## src/include/sq_cfg.svh

```systemverilog
`ifndef SQ_CFG_SVH
`define SQ_CFG_SVH

// Number of queue entries, power of two
`define SQ_SIZE 16

// Entry index width
`define SQ_IDX_BITS 4

// Index plus a wrap bit for age compares
`define SQN_BITS 5

`endif

```

## src/hw/sqPkg.sv

```systemverilog
`default_nettype none
`include "sq_cfg.svh"

package sqPkg;

    typedef logic [`SQN_BITS-1:0] SqN;

    // From address generation
    typedef struct packed {
        logic valid;
        SqN storeSqN;
        logic [31:0] addr;
        logic [3:0] wmask;
    } StAddrOp;

    typedef struct packed {
        logic valid;
        SqN storeSqN;
        logic [31:0] data;
    } StDataOp;

    // storeSqN is the youngest store older than the load
    typedef struct packed {
        logic valid;
        SqN storeSqN;
        logic [31:0] addr;
        logic [1:0] size;
    } LdLookup;

    typedef struct packed {
        logic valid;
        logic [31:0] data;
        logic [3:0] mask;
        logic conflict;
    } FwdResult;

    // storeSqN is the last store that survives
    typedef struct packed {
        logic taken;
        SqN storeSqN;
    } BranchInfo;

    typedef struct packed {
        logic [29:0] addr;
        logic [3:0] wmask;
        logic [31:0] data;
        logic addrAvail;
        logic loaded;
    } SqEntry;

    // Store on its way to the cache
    typedef struct packed {
        logic valid;
        logic [31:0] addr;
        logic [31:0] data;
        logic [3:0] wmask;
    } SqOut;

endpackage

`default_nettype wire

```

## src/hw/rangeMaskGen.sv

```systemverilog
`timescale 1ns/1ps
`default_nettype none

module rangeMaskGen #(
    parameter int numEntries = 16,
    parameter int inclusiveEnd = 0
) (
    input wire [$clog2(numEntries)-1:0] startIdx,
    input wire [$clog2(numEntries)-1:0] endIdx,
    input wire allOnes,
    input wire enable,
    output logic [numEntries-1:0] range
);

    always_comb begin
        logic afterStart;
        logic beforeEnd;
        for (int i = 0; i < numEntries; i++) begin
            afterStart = (i >= int'(startIdx));
            if (inclusiveEnd != 0)
                beforeEnd = (i <= int'(endIdx));
            else
                beforeEnd = (i < int'(endIdx));

            if (!enable)
                range[i] = 1'b0;
            else if (allOnes)
                range[i] = 1'b1;
            else if (startIdx <= endIdx)
                range[i] = afterStart && beforeEnd;
            else
                // Range wraps past the top
                range[i] = afterStart || beforeEnd;
        end
    end

endmodule

`default_nettype wire

```

## src/hw/storeForward.sv

```systemverilog
`timescale 1ns/1ps
`default_nettype none
`include "sq_cfg.svh"

module storeForward (
    input wire clk,
    input wire rst,
    input wire sqPkg::LdLookup ldLookup,
    input wire sqPkg::SqEntry entries[`SQ_SIZE],
    input wire sqPkg::SqN baseIndex,
    input wire [`SQ_SIZE-1:0] readyMask,
    input wire sqPkg::SqOut drainOut,
    output sqPkg::FwdResult fwd
);
    import sqPkg::*;

    SqN ldDist;
    logic [`SQ_SIZE-1:0] olderMask;
    logic [3:0] readMask;
    logic [31:0] mergeData;
    logic [3:0] mergeMask;
    logic conflict;

    assign ldDist = ldLookup.storeSqN - baseIndex;

    // Stores from the head up to the load's SqN
    rangeMaskGen #(
        .numEntries(`SQ_SIZE),
        .inclusiveEnd(1)
    ) olderRangeGen (
        .startIdx(baseIndex[`SQ_IDX_BITS-1:0]),
        .endIdx(ldLookup.storeSqN[`SQ_IDX_BITS-1:0]),
        .allOnes($signed(ldDist) >= (`SQ_SIZE - 1)),
        .enable($signed(ldDist) >= 0),
        .range(olderMask)
    );

    always_comb begin
        case (ldLookup.size)
            2'd0: readMask = 4'b0001 << ldLookup.addr[1:0];
            2'd1: readMask = ldLookup.addr[1] ? 4'b1100 : 4'b0011;
            default: readMask = 4'b1111;
        endcase
    end

    always_comb begin
        logic [`SQ_IDX_BITS-1:0] idx;
        logic hit;
        mergeData = '0;
        // Unread bytes count as covered
        mergeMask = ~readMask;
        conflict = 1'b0;

        // Drain register holds the oldest store
        if (drainOut.valid && drainOut.addr[31:2] == ldLookup.addr[31:2]) begin
            for (int b = 0; b < 4; b++)
                if (drainOut.wmask[b])
                    mergeData[b*8 +: 8] = drainOut.data[b*8 +: 8];
            mergeMask = mergeMask | drainOut.wmask;
        end

        // Walk oldest to youngest so younger bytes win
        for (int k = 0; k < `SQ_SIZE; k++) begin
            idx = baseIndex[`SQ_IDX_BITS-1:0] + k[`SQ_IDX_BITS-1:0];
            hit = entries[idx].addrAvail && (olderMask[idx] || readyMask[idx]) &&
                entries[idx].addr == ldLookup.addr[31:2];
            if (hit && entries[idx].loaded) begin
                for (int b = 0; b < 4; b++)
                    if (entries[idx].wmask[b])
                        mergeData[b*8 +: 8] = entries[idx].data[b*8 +: 8];
                mergeMask = mergeMask | entries[idx].wmask;
            end else if (hit && (entries[idx].wmask & readMask) != 4'b0000) begin
                conflict = 1'b1;
            end
        end
    end

    always_ff @(posedge clk) begin
        if (rst)
            fwd.valid <= 1'b0;
        else
            fwd.valid <= ldLookup.valid;

        if (ldLookup.valid) begin
            fwd.data <= mergeData;
            fwd.mask <= mergeMask;
            fwd.conflict <= conflict;
        end
    end

endmodule

`default_nettype wire

```

## config.mk

```make
export PLATFORM = sky130hd
export DESIGN_NAME = storeForward
export DESIGN_NICKNAME = d
export VERILOG_FILES = /design/src/hw/sqPkg.sv /design/src/hw/rangeMaskGen.sv /design/src/hw/storeForward.sv
export VERILOG_INCLUDE_DIRS = /design/src /design/src/include
export SDC_FILE = /design/constraint.sdc
export NUM_CORES = 2
export LEC_CHECK = 0
export BUFFER_PORTS_ARGS = -buffer_cell sky130_fd_sc_hd__buf_2
export CAP_MARGIN = 40
export CORE_AREA = 2 2 490 492
export CTS_BUF_LIST = sky130_fd_sc_hd__clkbuf_8
export DETAILED_ROUTE_END_ITERATION = 8
export DIE_AREA = 0 0 492 494
export GPL_ROUTABILITY_DRIVEN = 1
export PLACE_DENSITY = 0.57
export SYNTH_ARGS = -nofsm -noshare
export SYNTH_HDL_FRONTEND = slang
export SYNTH_HIERARCHICAL = 1
export SYNTH_SLANG_ARGS = --single-unit
```

## constraint.sdc

```tcl
create_clock -name clk -period 12.2 [get_ports clk]
set_input_delay 0.61 -clock clk [delete_from_list [all_inputs] [get_ports clk]]
set_output_delay 0.61 -clock clk [all_outputs]
set_load 0.1 [all_outputs]
```

[Yosys cells after proc, flatten, opt, wreduce, memory -nomap -nowiden]
Cells that the tools add are included.
Storage, ports and cells
  word-level logic and storage cells: 576
  output and inout port bits: 38
  bits in registers: 38
  bits in latches: 0
  bits in read-only memories: 0
  memories kept: 0
  memory bits (writable): 0
  input port bits: 1220
Cells by class
  $mul: 0
  eq/ne operators: 18
  multiplexer cells: 296
  add/sub/neg operators: 16
  reductions and logical operators: 126
  divide/modulo/power cells: 0
  bitwise logic cells: 50
  shift-type cells: 1
  order comparisons: 65
Operators by type and width (number)
  68-bit binary-select mux with 4-bit select: 16
  68-bit 2-to-1 mux: 32
  32-bit 2-to-1 mux: 17
  8-bit 2-to-1 mux: 68
  30-bit == test: 17
  1-bit binary-select mux with 4-bit select: 32
  1-bit 2-to-1 mux: 112
  5-bit >= comparator (second input constant): 17
  4-bit by 5-bit less-than comparator with 1-bit output (second input constant): 16
  4-bit inverter with 5-bit output: 16
  1-bit logical AND: 79
  4-bit 2-to-1 mux: 18
  4-bit bitwise OR: 17
  4-bit bitwise AND: 16
  4-bit nonzero test: 16
  4-bit adder (second input constant): 8
  4-bit <= comparator (first input constant): 8
  1-bit logical OR: 30
  4-bit >= comparator (first input constant): 7
  4-bit by 3-bit adder with 4-bit output (second input constant): 4
  3-bit by 4-bit >= comparator with 1-bit output (first input constant): 4
  3-bit by 4-bit <= comparator with 1-bit output (first input constant): 4
  4-bit by 2-bit adder with 4-bit output (second input constant): 2
  1-bit by 4-bit >= comparator with 1-bit output (first input constant): 2
  12 further kinds: 14

[Logic depth before layout (Yosys ltp)]
  depth in word-level cells: 43
  gate-level depth with buffers: 37
  depth with buffers taken out: 26

[Modules after synthesis]
The synthesis kept the hierarchy.
Modules (own cells, without submodules)
  storeForward: area each 71457.3 µm², instances 1, sequential area each 1131.1 µm², cells an instance 6997
  rangeMaskGen: area each 604.3 µm², instances 1, sequential area each 0.0 µm², cells an instance 87

[Least setup slack after synthesis]
No wires, ideal clock.
  path type: input port to flip-flop
  from: input baseIndex[2]
  to: register fwd[18] (netlist name), data pin
  buffers on the path: 14
  library setup time: 0.261 ns
  data required time: 11.939 ns
  cell stages on the path: 34
  path slack: 2.939 ns
  arrival: 9.000 ns
  cells stage by stage: buf_4 -> inv_1 -> buf_2 -> buf_2 -> buf_2 -> buf_2 -> clkbuf_1 -> clkbuf_1 -> buf_2 -> buf_1 -> buf_1 -> ha_1 -> a21o_1 -> a21oi_1 -> xnor2_1 -> ha_1 -> o21ai_0 -> a21o_1 -> clkbuf_1 -> clkbuf_1 -> o21a_1 -> o21ai_0 -> mux4_2 -> mux4_2 -> or4_1 -> nor3_1 -> and3_1 -> clkbuf_1 -> nor2b_1 -> buf_1 -> and2_0 -> o211ai_1 -> a31oi_1 -> o311a_1
On the way
  cells in the longest elaborated chain, start to end: 42
  elaborated cells on any way between the ends: 350
  classes of those cells: 16 x add/sub; 18 x order compare; 16 x eq/ne; 192 x mux; 16 x bitwise; 92 x reduce/logical
RTL lines
  from (decl): line storeForward.sv:10  | input wire sqPkg::SqN baseIndex,
  branches (longest 4 deep; another with 5-bit subtractor)
  1-bit 2-to-1 mux *: line rangeMaskGen.sv:25  | if (!enable)
  net olderMask[12]: line storeForward.sv:18  | logic [`SQ_SIZE-1:0] olderMask;
  1-bit binary-select mux with 4-bit select: line storeForward.sv:65  | hit = entries[idx].addrAvail && (olderMask[idx] || readyMask[idx]) &&
  1-bit 2-to-1 mux (implied by the code): line storeForward.sv:65
  1-bit logical OR: line storeForward.sv:65
  1-bit logical AND (2 in a row): line storeForward.sv:65
  1-bit logical AND: line storeForward.sv:67  | if (hit && entries[idx].loaded) begin
  (+24 left out)
  32-bit 2-to-1 mux: line storeForward.sv:67
  8-bit 2-to-1 mux: line storeForward.sv:69  | if (entries[idx].wmask[b])
  32-bit 2-to-1 mux: line storeForward.sv:67
  8-bit 2-to-1 mux: line storeForward.sv:69
  32-bit 2-to-1 mux: line storeForward.sv:67
  8-bit 2-to-1 mux: line storeForward.sv:69
  32-bit 2-to-1 mux *: line storeForward.sv:67
  net mergeData[13]: line storeForward.sv:20  | logic [31:0] mergeData;
  to (decl): line storeForward.sv:13  | output sqPkg::FwdResult fwd
Mark *: on every way through the listed nets, which the timed path passes. The select of a mux whose other input is x is not followed.
A chain may end at the register's enable or synchronous reset.

[Final worst setup path]
  from: input baseIndex[1]
  to: register fwd[33] (netlist name), data pin
On the way
  cells in the longest elaborated chain, start to end: 42
  elaborated cells on any way between the ends: 350
  classes of those cells: 16 x add/sub; 18 x order compare; 16 x eq/ne; 192 x mux; 16 x bitwise; 92 x reduce/logical
RTL lines (line)
  branches (longest 41 deep; another with 5-bit subtractor)
  32-bit 2-to-1 mux *: storeForward.sv:67
  net mergeData[28]: storeForward.sv:20
Marks and branches as above.

==> results by group <==
Synth
  – Synthesized area per cell: 10.17 um2
  – Gate Count Post-Synth: roughly 7000
  – Adder-Cell Fraction of Synth Area: 0.4792%
  – #FFs+latches synth: 38
  – Register area share after synthesis: 1.570%
  – Yosys warning count: 6
  – Ys async rst share: 0%
  – Synth Area in Simple Gates: 12.25%
  – Post-synthesis cell area: about 70000 um2
  – Synth unique cells: 119
  – EDFF count, synth: 37
  – Largest family of logic cells by synthesized area: multiplexers
  – Post-Syn Nets: ~8300
  – Synth Flop Type: edfxtp_1
  – Post-Synth XOR/XNOR Area: 6.577%
  – Post-synthesis compound-gate area fraction: 12.16%
  – Mux contribution to synthesized area: 60.70%

Finish
  – Share of cells above drive strength 1: 42.53%
  – Fin nets: 9123
  – Commonest cells after routing, fill and taps aside: 1546 x mux4_2, 1269 x buf_2, 1004 x nand2_1
  – Largest reg by FF count: fwd
  – Max reg flops: 38
  – Most common cell after layout, fill and taps aside: mux4_2
  – Fin util: 34.49%
  – Layout area overhead: 13.63%
  – Top Registers: fwd x38

Global routing
  – Vias in the first global route: 73515
  – Largest net degree at the start of global routing: 114
  – First-pass GRT wire length: 674300 um
  – Initial antenna violation count: approximately 380
  – Gr usage total: 40.68%
  – Overflow after GRT: 0

Setup path
  – Kind of critical path: input port to flop
  – Slowest-stage cell, CP: nor4_1
  – CP Max Fanout: roughly 70
  – Worst Setup End Kind: flop
  – CP arrival: 9.31 ns
  – Max stage delay on crit path: 0.90 ns
  – CP cell instances: buf_8, inv_1, buf_4, ha_4, buf_4, buf_4, mux4_2, mux4_2, xor2_1, nor4_1, nand2_1, nor4_2, and2_1, nand2_1, and3_1, o21ai_0, a311oi_1, a32oi_1
  – Crit path launch type: input port
  – Most used cell along the critical path: buf_4
  – Worst endpoint required time: 12.39 ns

Pwr
  – Max VDD drop: 51.50 uV
  – Seq pwr share: 2.7%
  – Power Dens Cells: 73.05 nW/um2
  – Total power: 5.982 mW
  – Clock Power Share: 2.3%
  – Switching share of power: 60.24%
  – Combinational share of power: 95.0%
  – Int Pwr: 2.378 mW
  – Lkg Pwr: around 30 nW
  – Sw Pwr: about 3.6 mW

STA
  – Fmax: between 0.1 and 0.15 GHz
  – Slew Limit Fails: 0
  – Max-slew headroom: 27.09%
  – Setup TNS Final: 0 ns
  – Measured slew at the worst slew-check pin: approximately 1.1 ns
  – Post-route clock period utilization: approximately 75%
  – Final Setup Violations: 0
  – Fin. Hold Viols: 0
  – Final Critical Period: 9.120 ns
  – RSZ-0062 raised after global routing: false

Routing
  – DR WL/cell: 45.54 um
  – 1st-iter DRT viols: around 13000
  – Met1 Wirelength: about 170000 um
  – Routed WL: roughly 520000 um
  – Top sig layer: met5
  – Met3 wire len: 61710 um
  – Post-route DRC: 0
  – TritonRoute pass-1 iters: 7
  – Met2 wire len: around 230000 um
  – Vias per cell: 7.104
  – Post-route ant nets: 0
  – Vias: 80390

Placement
  – Port Buffer Count: 1255
  – HPWL Detailed: 412500 um
  – RePlAce Congestion: 1.080

Clock tree
  – Clock Tree Root: clkbuf_8
  – TritonCTS Buffers: 5
  – Post-CTS setup repair buffer count: 0
  – H-tree levels: 2
  – CTS Buffer Depth: 2
  – Clock Sinks: 38
  – CTS Hold Buffers Added: 0
  – CTS tree: built
  – Clock-pin slew on the worst setup and hold paths: 0.14 ns
  – Post-CTS sizing: 0

Floorplanning
  – Die area: about 240000 um2
  – Die height: between 400 and 500 um
  – Initial Utilization: 30.35%
  – Std-Cell Rows: 179
  – # IOs: 1258
  – Core footprint: 237400 um2
  – Die X: 492 um

Min path
  – Worst Hold Launch: rst
  – Worst hold path cell count: 2
  – Hold/Removal Path Class: input port to flop
  – Hold Path Sink: fwd[37]$_SDFF_PP0_

Outcome
  – Status: complete, no violations

Run
  – Max_cap viols: 0
stage by stage:
| stage | hold slack, ns | area, um2 | std cells | setup WS [ns] |
|---|---|---|---|---|
| 2_1_floorplan | 0.6816 | 72060 | 7084 | 2.939 |
| 3_3_place_gp | 0.7679 | 80270 | 10960 | 2.838 |
| 3_5_place_dp | 0.7727 | 80990 | 11029 | 2.862 |
| 4_1_cts | 0.2805 | 81070 | 11037 | 3.334 |
| 5_1_grt | 0.3099 | 81580 | 11194 | 2.865 |
| 6_report | 0.3011 | 81880 | 11316 | 3.080 |
Yosys cell counts, types with 21 or more instances:
| master | count | area share [%] |
|---|---|---|
| clkbuf_1 | 258 | 1.3 |
| xnor2_1 | 396 | 4.8 |
| nor4_1 | 46 | 0.40 |
| mux4_1 | 23 | 0.84 |
| nand4_1 | 82 | 0.71 |
| mux4_2 | 1546 | 48 |
| a22oi_1 | 59 | 0.61 |
| o2111ai_1 | 36 | 0.44 |
| inv_1 | 40 | 0.21 |
| a21oi_1 | 298 | 2.1 |
| mux2i_1 | 697 | 9.7 |
| a21o_1 | 29 | 0.30 |
| a31oi_1 | 47 | 0.41 |
| and2_1 | 35 | 0.30 |
| o22ai_1 | 59 | 0.51 |
| edfxtp_1 | 37 | 1.5 |
| o22a_1 | 21 | 0.26 |
| nor2_1 | 341 | 1.8 |
| o21a_1 | 30 | 0.31 |
| buf_2 | 213 | 1.5 |
| a2111oi_0 | 23 | 0.28 |
| o211ai_1 | 65 | 0.68 |
| nor3_1 | 88 | 0.61 |
| a311oi_1 | 25 | 0.30 |
| buf_6 | 61 | 0.95 |
| buf_1 | 118 | 0.61 |
| buf_4 | 109 | 1.1 |
| nand3_1 | 103 | 0.72 |
| xor2_1 | 134 | 1.6 |
| or3_1 | 22 | 0.19 |
| o221ai_1 | 30 | 0.36 |
| nand2b_1 | 26 | 0.23 |
| o31ai_1 | 21 | 0.22 |
| mux2_2 | 118 | 1.8 |
| nand2_1 | 1004 | 5.2 |
| o21ai_0 | 330 | 2.3 |
| a211oi_1 | 82 | 0.85 |
| nor2b_1 | 46 | 0.40 |
| and3_1 | 22 | 0.19 |
how the worst max path moves through the flow:
stage | from | to | slack (ns) | cells after the start
floorplan | baseIndex[2] | fwd[18]$_DFFE_PP_ | 2.94 | 34
global placement | baseIndex[1] | fwd[14]$_DFFE_PP_ | 2.84 | 18
detailed placement | baseIndex[1] | fwd[10]$_DFFE_PP_ | 2.86 | 19
CTS | baseIndex[1] | fwd[10]$_DFFE_PP_ | 3.33 | 19
global route | baseIndex[1] | fwd[10]$_DFFE_PP_ | 2.87 | 19
finish | baseIndex[1] | fwd[33]$_DFFE_PP_ | 3.08 | 18
layer usage:
metal / vias to the layer above / global-route usage (%)
met4: 136 / 34.45
met1: 40330 / 45.51
li1: 30942 / -
met3: 1707 / 12.83
met2: 7275 / 63.18
met5: - / 0
power by group through the flow:
stage / sequential (mW) / combinational [mW] / clock, mW
6_report: 0.161 / 5.68 / 0.140
5_1_grt: 0.161 / 5.77 / 0.138
4_1_cts: 0.161 / 5.44 / 0.141
3_5_place_dp: 0.164 / 5.41 / 0
3_3_place_gp: 0.165 / 5.33 / 0
2_1_floorplan: 0.207 / 3.27 / 0
area by class of cell:
cell class	instances	area, um2
diodes	262	655.6
clock buffers	5	68.82
clock inverters	3	11.26
fillers	24429	155500
inverters	49	196.4
multi-input cells	6216	66710
flip-flops and latches	38	1131
well taps	3167	3963
repair buffers	1576	9146
logic make-up after synthesis:
kind of cell | count (synthesis)
AOI/OAI and AO/OA | 1329
xor gates and xnor gates | 536
adders and majority gates | 29
buffers and inverters | 830
DFF | 38
muxes | 2385
and+or+nand+nor | 1937
critical path, delay by kind of cell:
family | cells | cell delay [ns]
XOR/XNOR | 1 | 0.16
AO/OA/AOI/OAI | 3 | 0.68
buffers and inverters | 5 | 2.17
AND/OR/NAND/NOR | 6 | 3.77
multiplexers | 2 | 1.07
adder cells (fa/ha/maj) | 1 | 0.70
No activity file was read; power rests on OpenSTA's default activity.
