`src/include/sq_cfg.svh`:
```
`ifndef SQ_CFG_SVH
`define SQ_CFG_SVH

// Number of queue entries, power of two
`define SQ_SIZE 16

// Entry index width
`define SQ_IDX_BITS 4

// Index plus a wrap bit for age compares
`define SQN_BITS 5

`endif

```
`src/hw/sqPkg.sv`:
```
`default_nettype none
`include "sq_cfg.svh"

package sqPkg;

    typedef logic [`SQN_BITS-1:0] SqN;

    // From address generation
    typedef struct packed {
        logic valid;
        SqN storeSqN;
        logic [31:0] addr;
        logic [3:0] wmask;
    } StAddrOp;

    typedef struct packed {
        logic valid;
        SqN storeSqN;
        logic [31:0] data;
    } StDataOp;

    // storeSqN is the youngest store older than the load
    typedef struct packed {
        logic valid;
        SqN storeSqN;
        logic [31:0] addr;
        logic [1:0] size;
    } LdLookup;

    typedef struct packed {
        logic valid;
        logic [31:0] data;
        logic [3:0] mask;
        logic conflict;
    } FwdResult;

    // storeSqN is the last store that survives
    typedef struct packed {
        logic taken;
        SqN storeSqN;
    } BranchInfo;

    typedef struct packed {
        logic [29:0] addr;
        logic [3:0] wmask;
        logic [31:0] data;
        logic addrAvail;
        logic loaded;
    } SqEntry;

    // Store on its way to the cache
    typedef struct packed {
        logic valid;
        logic [31:0] addr;
        logic [31:0] data;
        logic [3:0] wmask;
    } SqOut;

endpackage

`default_nettype wire

```
`src/hw/storeDrain.sv`:
```
`timescale 1ns/1ps
`default_nettype none

module storeDrain (
    input wire clk,
    input wire rst,
    input wire sqPkg::SqEntry headEntry,
    input wire headReady,
    input wire stall,
    output sqPkg::SqOut storeOut,
    output logic pop
);
    import sqPkg::*;

    logic outFree;

    // Register is empty or being taken by the cache
    assign outFree = !storeOut.valid || !stall;

    assign pop = headReady && outFree;

    always_ff @(posedge clk) begin
        if (rst) begin
            storeOut.valid <= 1'b0;
        end else if (outFree) begin
            storeOut <= SqOut'{
                valid: headReady,
                addr: {headEntry.addr, 2'b00},
                data: headEntry.data,
                wmask: headEntry.wmask
            };
        end
    end

endmodule

`default_nettype wire

```
`config.mk`:
```
export PLATFORM = sky130hd
export DESIGN_NAME = storeDrain
export DESIGN_NICKNAME = d
export VERILOG_FILES = /design/src/hw/sqPkg.sv /design/src/hw/storeDrain.sv
export VERILOG_INCLUDE_DIRS = /design/src /design/src/include
export SDC_FILE = /design/constraint.sdc
export NUM_CORES = 1
export LEC_CHECK = 0
export BUFFER_PORTS_ARGS = -buffer_cell sky130_fd_sc_hd__buf_2
export CAP_MARGIN = 15
export CELL_PAD_IN_SITES_DETAIL_PLACEMENT = 1
export CELL_PAD_IN_SITES_GLOBAL_PLACEMENT = 1
export CORE_MARGIN = 2
export CORE_UTILIZATION = 32
export CTS_BUF_LIST = sky130_fd_sc_hd__clkbuf_16
export DETAILED_ROUTE_END_ITERATION = 7
export PLACE_DENSITY_LB_ADDON = 0.1
export SLEW_MARGIN = 10
export SYNTH_ARGS = -nofsm -noshare
export SYNTH_HDL_FRONTEND = slang
export SYNTH_SLANG_ARGS = --single-unit
```
`constraint.sdc`:
```
create_clock -name clk -period 5 [get_ports clk]
set_input_delay 0.75 -clock clk [delete_from_list [all_inputs] [get_ports clk]]
set_output_delay 0.75 -clock clk [all_outputs]
set_load 0.05 [all_outputs]
```
---- Yosys cells after proc, flatten, opt, wreduce, memory -nomap -nowiden ----
Cells that the tools add are included.
storage, ports and cells
  input bits .............................. 72
  register bits after elaboration ......... 67
  word-level logic and storage cells ...... 10
  output and inout port bits .............. 70
cells by class
  bitwise operators ....................... 1
  reduce and logical (&&, ||, !) cells .... 5
operator list
  cell                 count
  1-bit logical NOT    2
  2-bit AND reduction  1
  1-bit logical AND    1
  1-bit logical OR     1
  1-bit inverter       1

---- Longest topological paths before layout ----
Gate-level depths: netlist of the first run.
  depth in word-level cells ............... 3
  gate-level depth with buffers ........... 2
  depth with buffers taken out ............ 2

---- Least setup slack after synthesis of the first run ----
OpenSTA, ideal clock, no wires.
  path type ............................... input -> register
  start point ............................. input port stall
  end point ............................... register storeOut[0] (netlist name), enable pin
  path slack .............................. 0.511 ns
  stages .................................. 1
  path buffers ............................ 0
  library setup time ...................... 0.512 ns
  arrival ................................. 3.976 ns
  path through ............................ a21oi_1
on the way
  longest elaborated chain between the ends .. 3
RTL lines
  what                           RTL line          RTL
  from (decl)                    storeDrain.sv:9   input wire stall,
  1-bit logical NOT              storeDrain.sv:18  assign outFree = !storeOut.valid || !stall;
  1-bit logical OR               storeDrain.sv:18
  2-bit AND reduction (no line)  -
  to (signal assigned)           storeDrain.sv:26  storeOut <= SqOut'{
  to (decl)                      storeDrain.sv:10  output sqPkg::SqOut storeOut,
Every way passes these cells.
A chain may end at the register's enable or synchronous reset.

---- Final worst setup path of the first run ----
  start point ............................. input port stall
  end point ............................... output port pop
on the way
  longest elaborated chain between the ends .. 3
RTL lines
  what               RTL line          RTL
  1-bit logical NOT  storeDrain.sv:18
  1-bit logical OR   storeDrain.sv:18
  1-bit logical AND  storeDrain.sv:20  assign pop = headReady && outFree;
  to (decl)          storeDrain.sv:11  output logic pop
Every way passes these cells.

==> flow_summary.toml, run 1 <==
[hold_path]
min-delay-path-class = "flip-flop to flip-flop"
hold_depth = 2

[timing]
relSlewSlack = 0.611
final.min_clock_period_ns = 2.07
clock.fmax_ghz = 0.483
skew_ns = 0.00355
setup_tns_ns = 0
report.final.slew_viol_count = 0
period_share = 0.414
setup_violations = 0
tightest_slew_ns = 0.582
fin_ws_ns = 2.93
hold_viol_final = 0
rsz0062_at_grt = "no"

[floorplanning]
dieArea_mm2 = 0.00704
die_x_um = 83.9
start_util = 0.325
coreArea_mm2 = 0.00628
io-pin-count = 142
die_h_um = 83.9
rows = 29

[outcome]
status = "complete, no violations"

[logic_synthesis]
synthCells = 74
yosysWarnings = 0
syn-cell-area_mm2 = 0.00204
yosys.cell_types.count = 7
synth_top_cell_by_area = "edfxtp_1"
syn_area_per_cell_um2 = 27.6
synthTopCellsByArea = "edfxtp_1 (97%), dfxtp_1 (0.98%), buf_4 (0.74%)"
synth_top_area_frac = 0.971
seq_area_frac_synth = 0.980
ys_ff_latch = 67

[clocking]
postCtsSetupBuffers = 0
hold_buffers = 0
cts-root-buf = "clkbuf_16"
cts_resized = 0
clkSlewWorstSetupHoldPaths_ns = 0.05
cts.sinks = 67
clk_latency_ns = 0.32
cts_max_level = 3
cts_tree = "built"
numCtsBuffers = 9
cts.path.max_buffers = 2

[setup_path]
cp.arrival_ns = 1.32
path_max_fanout = 3
cp_common_cell = "buf_2"
cp_slowest_cell = "buf_2"
path_delay_family = "buffers and inverters"
cp_cell_sequence = "buf_2 -> a21boi_0 -> buf_2"
slowest_delay_ns = 0.28
crit_cells = 3
critPathKind = "input port to output pin"
r2r.worst_path.cells = 2
crit_required_ns = 4.25
start_kind = "input port"
end_kind = "output pin"
cp.buffers_inverters = 2

[finish]
nets = 295
top_regs = "storeOut x67"
diodes = 0
ff_latch_area_mm2 = 0.00200
layout_common_cells = "buf_2 (137), edfxtp_1 (66), clkbuf_16 (9)"
syn_to_final_growth_pct = 57.9
fill_cells = 630
largest_register_ffs = 67
multi_input_area_um2 = 40.0
layout-drive-gt1-share = 0.684
regMostFlops = "storeOut"
final_common_cell = "buf_2"

[routing]
wl_per_cell_um = 14.6
totalWireLength_mm = 4.46
dr.first_iter.drc_count = 34
ant_nets = 0
drcViolationCount = 0
via_per_inst = 4.14
drt-pass1-iter-count = 2
dr_total_vias = 1263

[grt]
antenna_found_initial = 0
first_global_vias = 1375
grt_usage = 0.134
grt_max_degree = 41
grt_pass1_wl_mm = 6.86
gr-total-overflow = 0

[place]
dp_worst_setup_slack_ns = 2.27
numPortBuffers = 137
gp_congestion = 0.713

[power_and_ir_drop]
max-vdd-ir-drop_uv = 355
power.density_mw_per_mm2 = 502
leakage_nw = 1.39

[job]
max-cap-violations = 0
## worst min-delay path: stages (launching register included)
cell and delay (ns):
dfxtp_1 0.35, a21oi_1 0.15, nor2_1 0.05
## path summary, 6_finish.rpt
check,from,end,slack (ns)
hold reg to reg,storeOut[68],storeOut[68],0.59
hold / removal,storeOut[68],storeOut[68],0.59
setup reg to reg,storeOut[68],storeOut[22],3.34
setup / recovery,stall,pop,2.93
## logic make-up (layout without fill, tap and decap cells)
group                  after synthesis  count (layout)  share of synthesized area
buffers and inverters                2             155                    0.00735
flip-flops                          67              67                      0.980
AND/OR/NAND/NOR                      1               1                    0.00184
other                                1               2                    0.00184
AO/OA/AOI/OAI                        3               3                    0.00858
## synth_stat cells, drive strengths merged
master / instances
edfxtp: 66
buf: 2
conb: 1
dfxtp: 1
nor2: 1
a21oi: 2
a21boi: 1
## layout make-up
class | instances | area share
Sequential cell | 67 | 0.621
Clock inverter | 7 | 0.0435
Multi-Input combinational cell | 6 | 0.0124
Timing Repair Buffer | 139 | 0.224
Tap cell | 77 | 0.0299
Clock buffer | 9 | 0.0698
## layer usage
layer | track usage | part of all wire | up-vias
met5 | 0 | 0 | -
met4 | 0.0572 | 0.013 | 0
met3 | 0.0772 | 0.11 | 6
met2 | 0.230 | 0.55 | 76
met1 | 0.130 | 0.33 | 590
li1 | - | - | 591
## report_power, final
group / internal (mW) / leakage, nW / switching, mW
sequential: 0.657 / 0.647 / 0.00802
clock: 0.536 / 0.172 / 0.226
combinational: 0.0437 / 0.573 / 0.149
## per-stage QoR
stage,hold WS (ns),power (mW),instance area [µm²],std cells,utilization
after CTS,0.585,1.63,3200,304,0.509
after global placement,0.550,0.863,2830,288,0.451
after global routing,0.582,1.67,3220,305,0.514
final,0.586,1.62,3220,305,0.514
after floorplan,0.749,0.810,2050,75,-
after detailed placement,0.588,0.868,2830,288,0.451
(Power assumes the default switching activity.)
==> run 2: changes to the inputs <==
CORE_UTILIZATION = 29   (was 32)
clock period = 1.75 ns   (was 5 ns; I/O delays follow)
==> flow_summary.toml, run 2 (synthesis gave the netlist of run 1 again) <==
[routing]
dr.first_iter.drc_count = 37
via_per_inst = 3.99
drcViolationCount = 0
wl_per_cell_um = 14.1
drt-pass1-iter-count = 2
dr_total_vias = 1292
ant_nets = 0
totalWireLength_mm = 4.56

[setup_path]
critPathKind = "flip-flop to output pin"
cp_slowest_cell = "dfxtp_4"
worst_r2r_endpoint = "storeOut[27]"
path_max_fanout = 4
r2r-start = "storeOut[68]"
start_kind = "flip-flop"
r2r.worst_path.cells = 2
cp.arrival_ns = 1.12
r2r_slack_ns = 0.46
end_kind = "output pin"
cp_cell_sequence = "a21boi_0 -> buf_2"
crit_required_ns = 1.49
slowest_delay_ns = 0.36

[floorplanning]
rows = 30
dieArea_mm2 = 0.00773
die_h_um = 87.9
coreArea_mm2 = 0.00679
io-pin-count = 142
die_x_um = 87.9
start_util = 0.301

[timing]
report.final.slew_viol_count = 0
period_share = 0.789
rsz0062_at_grt = "no"
final.min_clock_period_ns = 1.38
clock.fmax_ghz = 0.725
setup_tns_ns = 0
skew_ns = 0.00542
hold_viol_final = 0
setup_violations = 0

[clocking]
cts-root-buf = "clkbuf_16"
clkSlewWorstSetupHoldPaths_ns = 0.05
hold_buffers = 0
cts.sinks = 67
cts_max_level = 3
cts.path.max_buffers = 2
cts_tree = "built"
clk_latency_ns = 0.32
postCtsSetupBuffers = 0
cts_resized = 0
numCtsBuffers = 9

[finish]
syn_to_final_growth_pct = 53.5
nets = 295
diodes = 0
regMostFlops = "storeOut"
layout_common_cells = "buf_2 (137), edfxtp_1 (66), clkbuf_16 (9)"
largest_register_ffs = 67
layout-drive-gt1-share = 0.671
final_common_cell = "buf_2"
top_regs = "storeOut x67"
final_util = 0.461

[power_and_ir_drop]
power.density_mw_per_mm2 = 1260
leakage_nw = 1.35
total_power_mw = 3.96
max-vdd-ir-drop_uv = 470

[hold_path]
min-delay-path-class = "input port to flip-flop"
whs_endpoint = "storeOut[25]"
min_from = "headEntry[23]"
hold_depth = 1

[grt]
antenna_found_initial = 0
grt_max_degree = 36
first_global_vias = 1362
grt_usage = 0.118
grt_pass1_wl_mm = 6.50
gr-total-overflow = 0

[outcome]
status = "complete, no violations"

[place]
numPortBuffers = 137
gp_congestion = 0.616

[job]
max-cap-violations = 0
run 2: where the power goes:
| part | internal (mW) | switching (mW) | total (mW) |
|---|---|---|---|
| combinational | 0.123 | 0.426 | 0.549 |
| clock | 0.928 | 0.587 | 1.51 |
| sequential | 1.88 | 0.0218 | 1.90 |
| total | 2.93 | 1.04 | 3.96 |
run 2: worst max path at each step:
stage            startpoint           end  slack (ns)  depth (start not counted)
2_1_floorplan  storeOut[68]   storeOut[0]       -0.21                          1
3_3_place_gp          stall  storeOut[30]        0.48                          3
3_5_place_dp          stall  storeOut[30]        0.42                          3
4_1_cts        storeOut[68]           pop        0.36                          2
5_1_grt        storeOut[68]           pop        0.29                          2
6_report       storeOut[68]           pop        0.37                          2
run 2: final cells by class:
| type | count | area (µm²) |
|---|---|---|
| fillers | 699 | 3660 |
| well taps | 96 | 120 |
| repair buffers | 139 | 713 |
| flip-flops and latches | 67 | 2010 |
| clock buffers | 9 | 225 |
| clock inverters | 7 | 30.0 |
| multi-input cells | 6 | 40.0 |
run 2: stage by stage:
stage	worst slack [ns]	hold slack [ns]	std cells	cell area, µm²
global route	0.292	0.0994	324	3130
detailed placement	0.419	0.441	308	2880
finish	0.370	0.117	324	3130
floorplan	-0.210	0.325	75	2060
global placement	0.483	0.439	308	2880
CTS	0.356	0.103	324	3130
run 2: layer usage:
layer  vias up  track usage  share of wire
li1        594            -              -
met1       604        0.123           0.35
met2        85        0.196           0.51
met3         9       0.0556           0.12
met4         0       0.0671          0.020
met5         -            0              0
run 2: worst max-delay path: cells and delay by family (launching register included):
kind,cells,cell delay (ns)
flops,1,0.36
compound gates,1,0.16
buf+inv,1,0.29
==> run 3: changes to the inputs <==
ABC_AREA = 1   (was default)
clock period = 1.2 ns   (was 1.75 ns; I/O delays follow)
==> flow_summary.toml, run 3 <==
[timing]
rsz0062_at_grt = "yes"
clock.fmax_ghz = 0.828
skew_ns = 0.00544
hold_viol_final = 0
worst_hold_slack_ns = 0.0301
period_share = 1.01
report.final.slew_viol_count = 0
final.min_clock_period_ns = 1.21
setup_violations = 16
fin_ws_ns = -0.00794

[clocking]
clk_latency_ns = 0.32
numCtsBuffers = 9
cts.path.max_buffers = 2
hold_buffers = 0
clkSlewWorstSetupHoldPaths_ns = 0.06
cts_tree = "built"
cts.sinks = 67
cts_max_level = 3
cts-root-buf = "clkbuf_16"

[grt]
gr-total-overflow = 0
antenna_found_initial = 0
grt_max_degree = 23
grt_pass1_wl_mm = 6.72
grt_usage = 0.122
first_global_vias = 1382

[logic_synthesis]
syn-cell-area_mm2 = 0.00206
synth_top_area_frac = 0.964
synthTopCellsByArea = "edfxtp_1 (96%), dfxtp_1 (0.97%), buf_4 (0.73%)"
synth_top_cell_by_area = "edfxtp_1"
synth_simple_gate_area_frac = 0.00913
synth.area.mux_share = 0
synthCells = 76
synth_edf_count = 66
syn_area_per_cell_um2 = 27.0
yosys.area_share.xor_xnor = 0
synth_top_family_by_area = "buffers and inverters"
yosys.cell_types.count = 9
seq_area_frac_synth = 0.974
async_flop_share = 0
synth_flop_cell = "edfxtp_1"
ys_ff_latch = 67
synthMostInstantiatedCell = "edfxtp_1"
synth_compound_area_frac = 0.00426
synthAdderAreaFrac = 0
yosysWarnings = 0
yosys-top-cells-count = "edfxtp_1 (66), buf_4 (2), nor2_2 (2)"

[routing]
ant_nets = 0
drcViolationCount = 0
totalWireLength_mm = 4.77
via_per_inst = 4.02
drt-pass1-iter-count = 4
dr_total_vias = 1331
wl_per_cell_um = 14.4
dr.first_iter.drc_count = 39

[outcome]
failed_checks = "setup timing"
status = "complete, but fails checks"

[power_and_ir_drop]
p_seq_frac = 0.454
max-vdd-ir-drop_uv = 882
combPwrFrac = 0.145
leakage_nw = 1.45
power.density_mw_per_mm2 = 1830
swShare = 0.252
total_power_mw = 6.10
power.switching_mw = 1.54
power.internal_mw = 4.56
clockPowerShare = 0.401

[setup_path]
critPathKind = "flip-flop to flip-flop"
end_kind = "flip-flop"
path_max_fanout = 15
cp.arrival_ns = 1.24
start_kind = "flip-flop"
crit_required_ns = 1.23

[floorplanning]
die_h_um = 88.2
dieArea_mm2 = 0.00778
rows = 30
start_util = 0.301
io-pin-count = 142
die_x_um = 88.2
coreArea_mm2 = 0.00683

[place]
gp_congestion = 0.644
numPortBuffers = 137

[hold_path]
min-delay-path-class = "input port to flip-flop"

[job]
max-cap-violations = 0

[finish]
top_regs = "storeOut x67"
fill_cells = 708
syn_to_final_growth_pct = 61.8
largest_register_ffs = 67
regMostFlops = "storeOut"
multi_input_area_um2 = 50.0
final_common_cell = "buf_2"
layout_common_cells = "buf_2 (136), edfxtp_1 (66), clkbuf_16 (10)"
diodes = 0
layout-drive-gt1-share = 0.698
ff_latch_area_mm2 = 0.00201
nets = 303
-- run 3: cell count changes after synthesis --
cell      previous run  this run
a21oi_1              2         0
nor2_2               0         2
a21boi_0             1         0
a21oi_2              0         1
inv_1                0         1
inv_2                0         1
nand2_2              0         1
nor2_1               1         0
-- run 3: per-stage QoR --
step | setup TNS [ns] | cells | utilization | worst slack, ns | cell area, µm²
2_1_floorplan | -47.12 | 77 | - | -0.714 | 2080
3_3_place_gp | 0 | 311 | 0.428 | 0.0213 | 2930
3_5_place_dp | -0.165 | 311 | 0.428 | -0.00764 | 2930
4_1_cts | -0.215 | 329 | 0.480 | -0.0262 | 3280
5_1_grt | -1.86 | 331 | 0.487 | -0.0461 | 3330
6_report | -0.0942 | 331 | 0.487 | -0.00794 | 3330
-- run 3: power by group through the flow --
stage / clock [mW] / sequential (mW) / combinational [mW]
CTS: 2.54 / 2.77 / 0.871
floorplan: 0 / 3.29 / 0.0779
global placement: 0 / 2.81 / 0.816
global route: 2.64 / 2.78 / 0.927
detailed placement: 0 / 2.82 / 0.832
finish: 2.44 / 2.77 / 0.883
-- run 3: path summary, 6_finish.rpt --
check	startpoint	endpoint	slack (ns)	depth (start not counted)
worst min-delay path	headEntry[18]	storeOut[20]	0.03	1
worst min register to register	storeOut[68]	storeOut[68]	0.50	2
worst max-delay path	storeOut[68]	storeOut[12]	-0.008	4
worst max register to register	storeOut[68]	storeOut[12]	-0.008	4
-- run 3: final cells by class --
type | count | area share
timing repair buffer | 145 | 0.257
sequential | 67 | 0.603
inverter | 2 | 0.00301
multi-input combinational | 6 | 0.0150
clock inverter | 6 | 0.0177
clock buffer | 9 | 0.0677
tap | 96 | 0.0361
-- run 3: repair_timing --
| item | in CTS | in global routing |
|---|---|---|
| setup endpoints to repair | 31 | 53 |
| cloned | 1 | 2 |
| buffers inserted | 2 | 0 |
| pin swaps | 1 | 0 |
| hold endpoints to repair | 0 | 0 |
| resized for setup | 3 | 1 |
-- run 3: critical path, stage by stage, from the launching register on --
cell and delay, ns:
dfxtp_4 0.35, nand2_4 0.07, inv_4 0.05, nor2_4 0.14, bufbuf_16 0.32
-- run 3: cell families after synthesis --
group           after synthesis
compound gates                1
simple gates                  3
other cells                   1
flops                        67
buf+inv                       4
-- run 3: routing by layer --
metal | routed length [µm] | global-route usage | part of all wire
met5 | 0 | 0 | 0
met4 | 97 | 0.0826 | 0.020
met3 | 584 | 0.0556 | 0.12
met2 | 2470 | 0.204 | 0.52
met1 | 1620 | 0.122 | 0.34
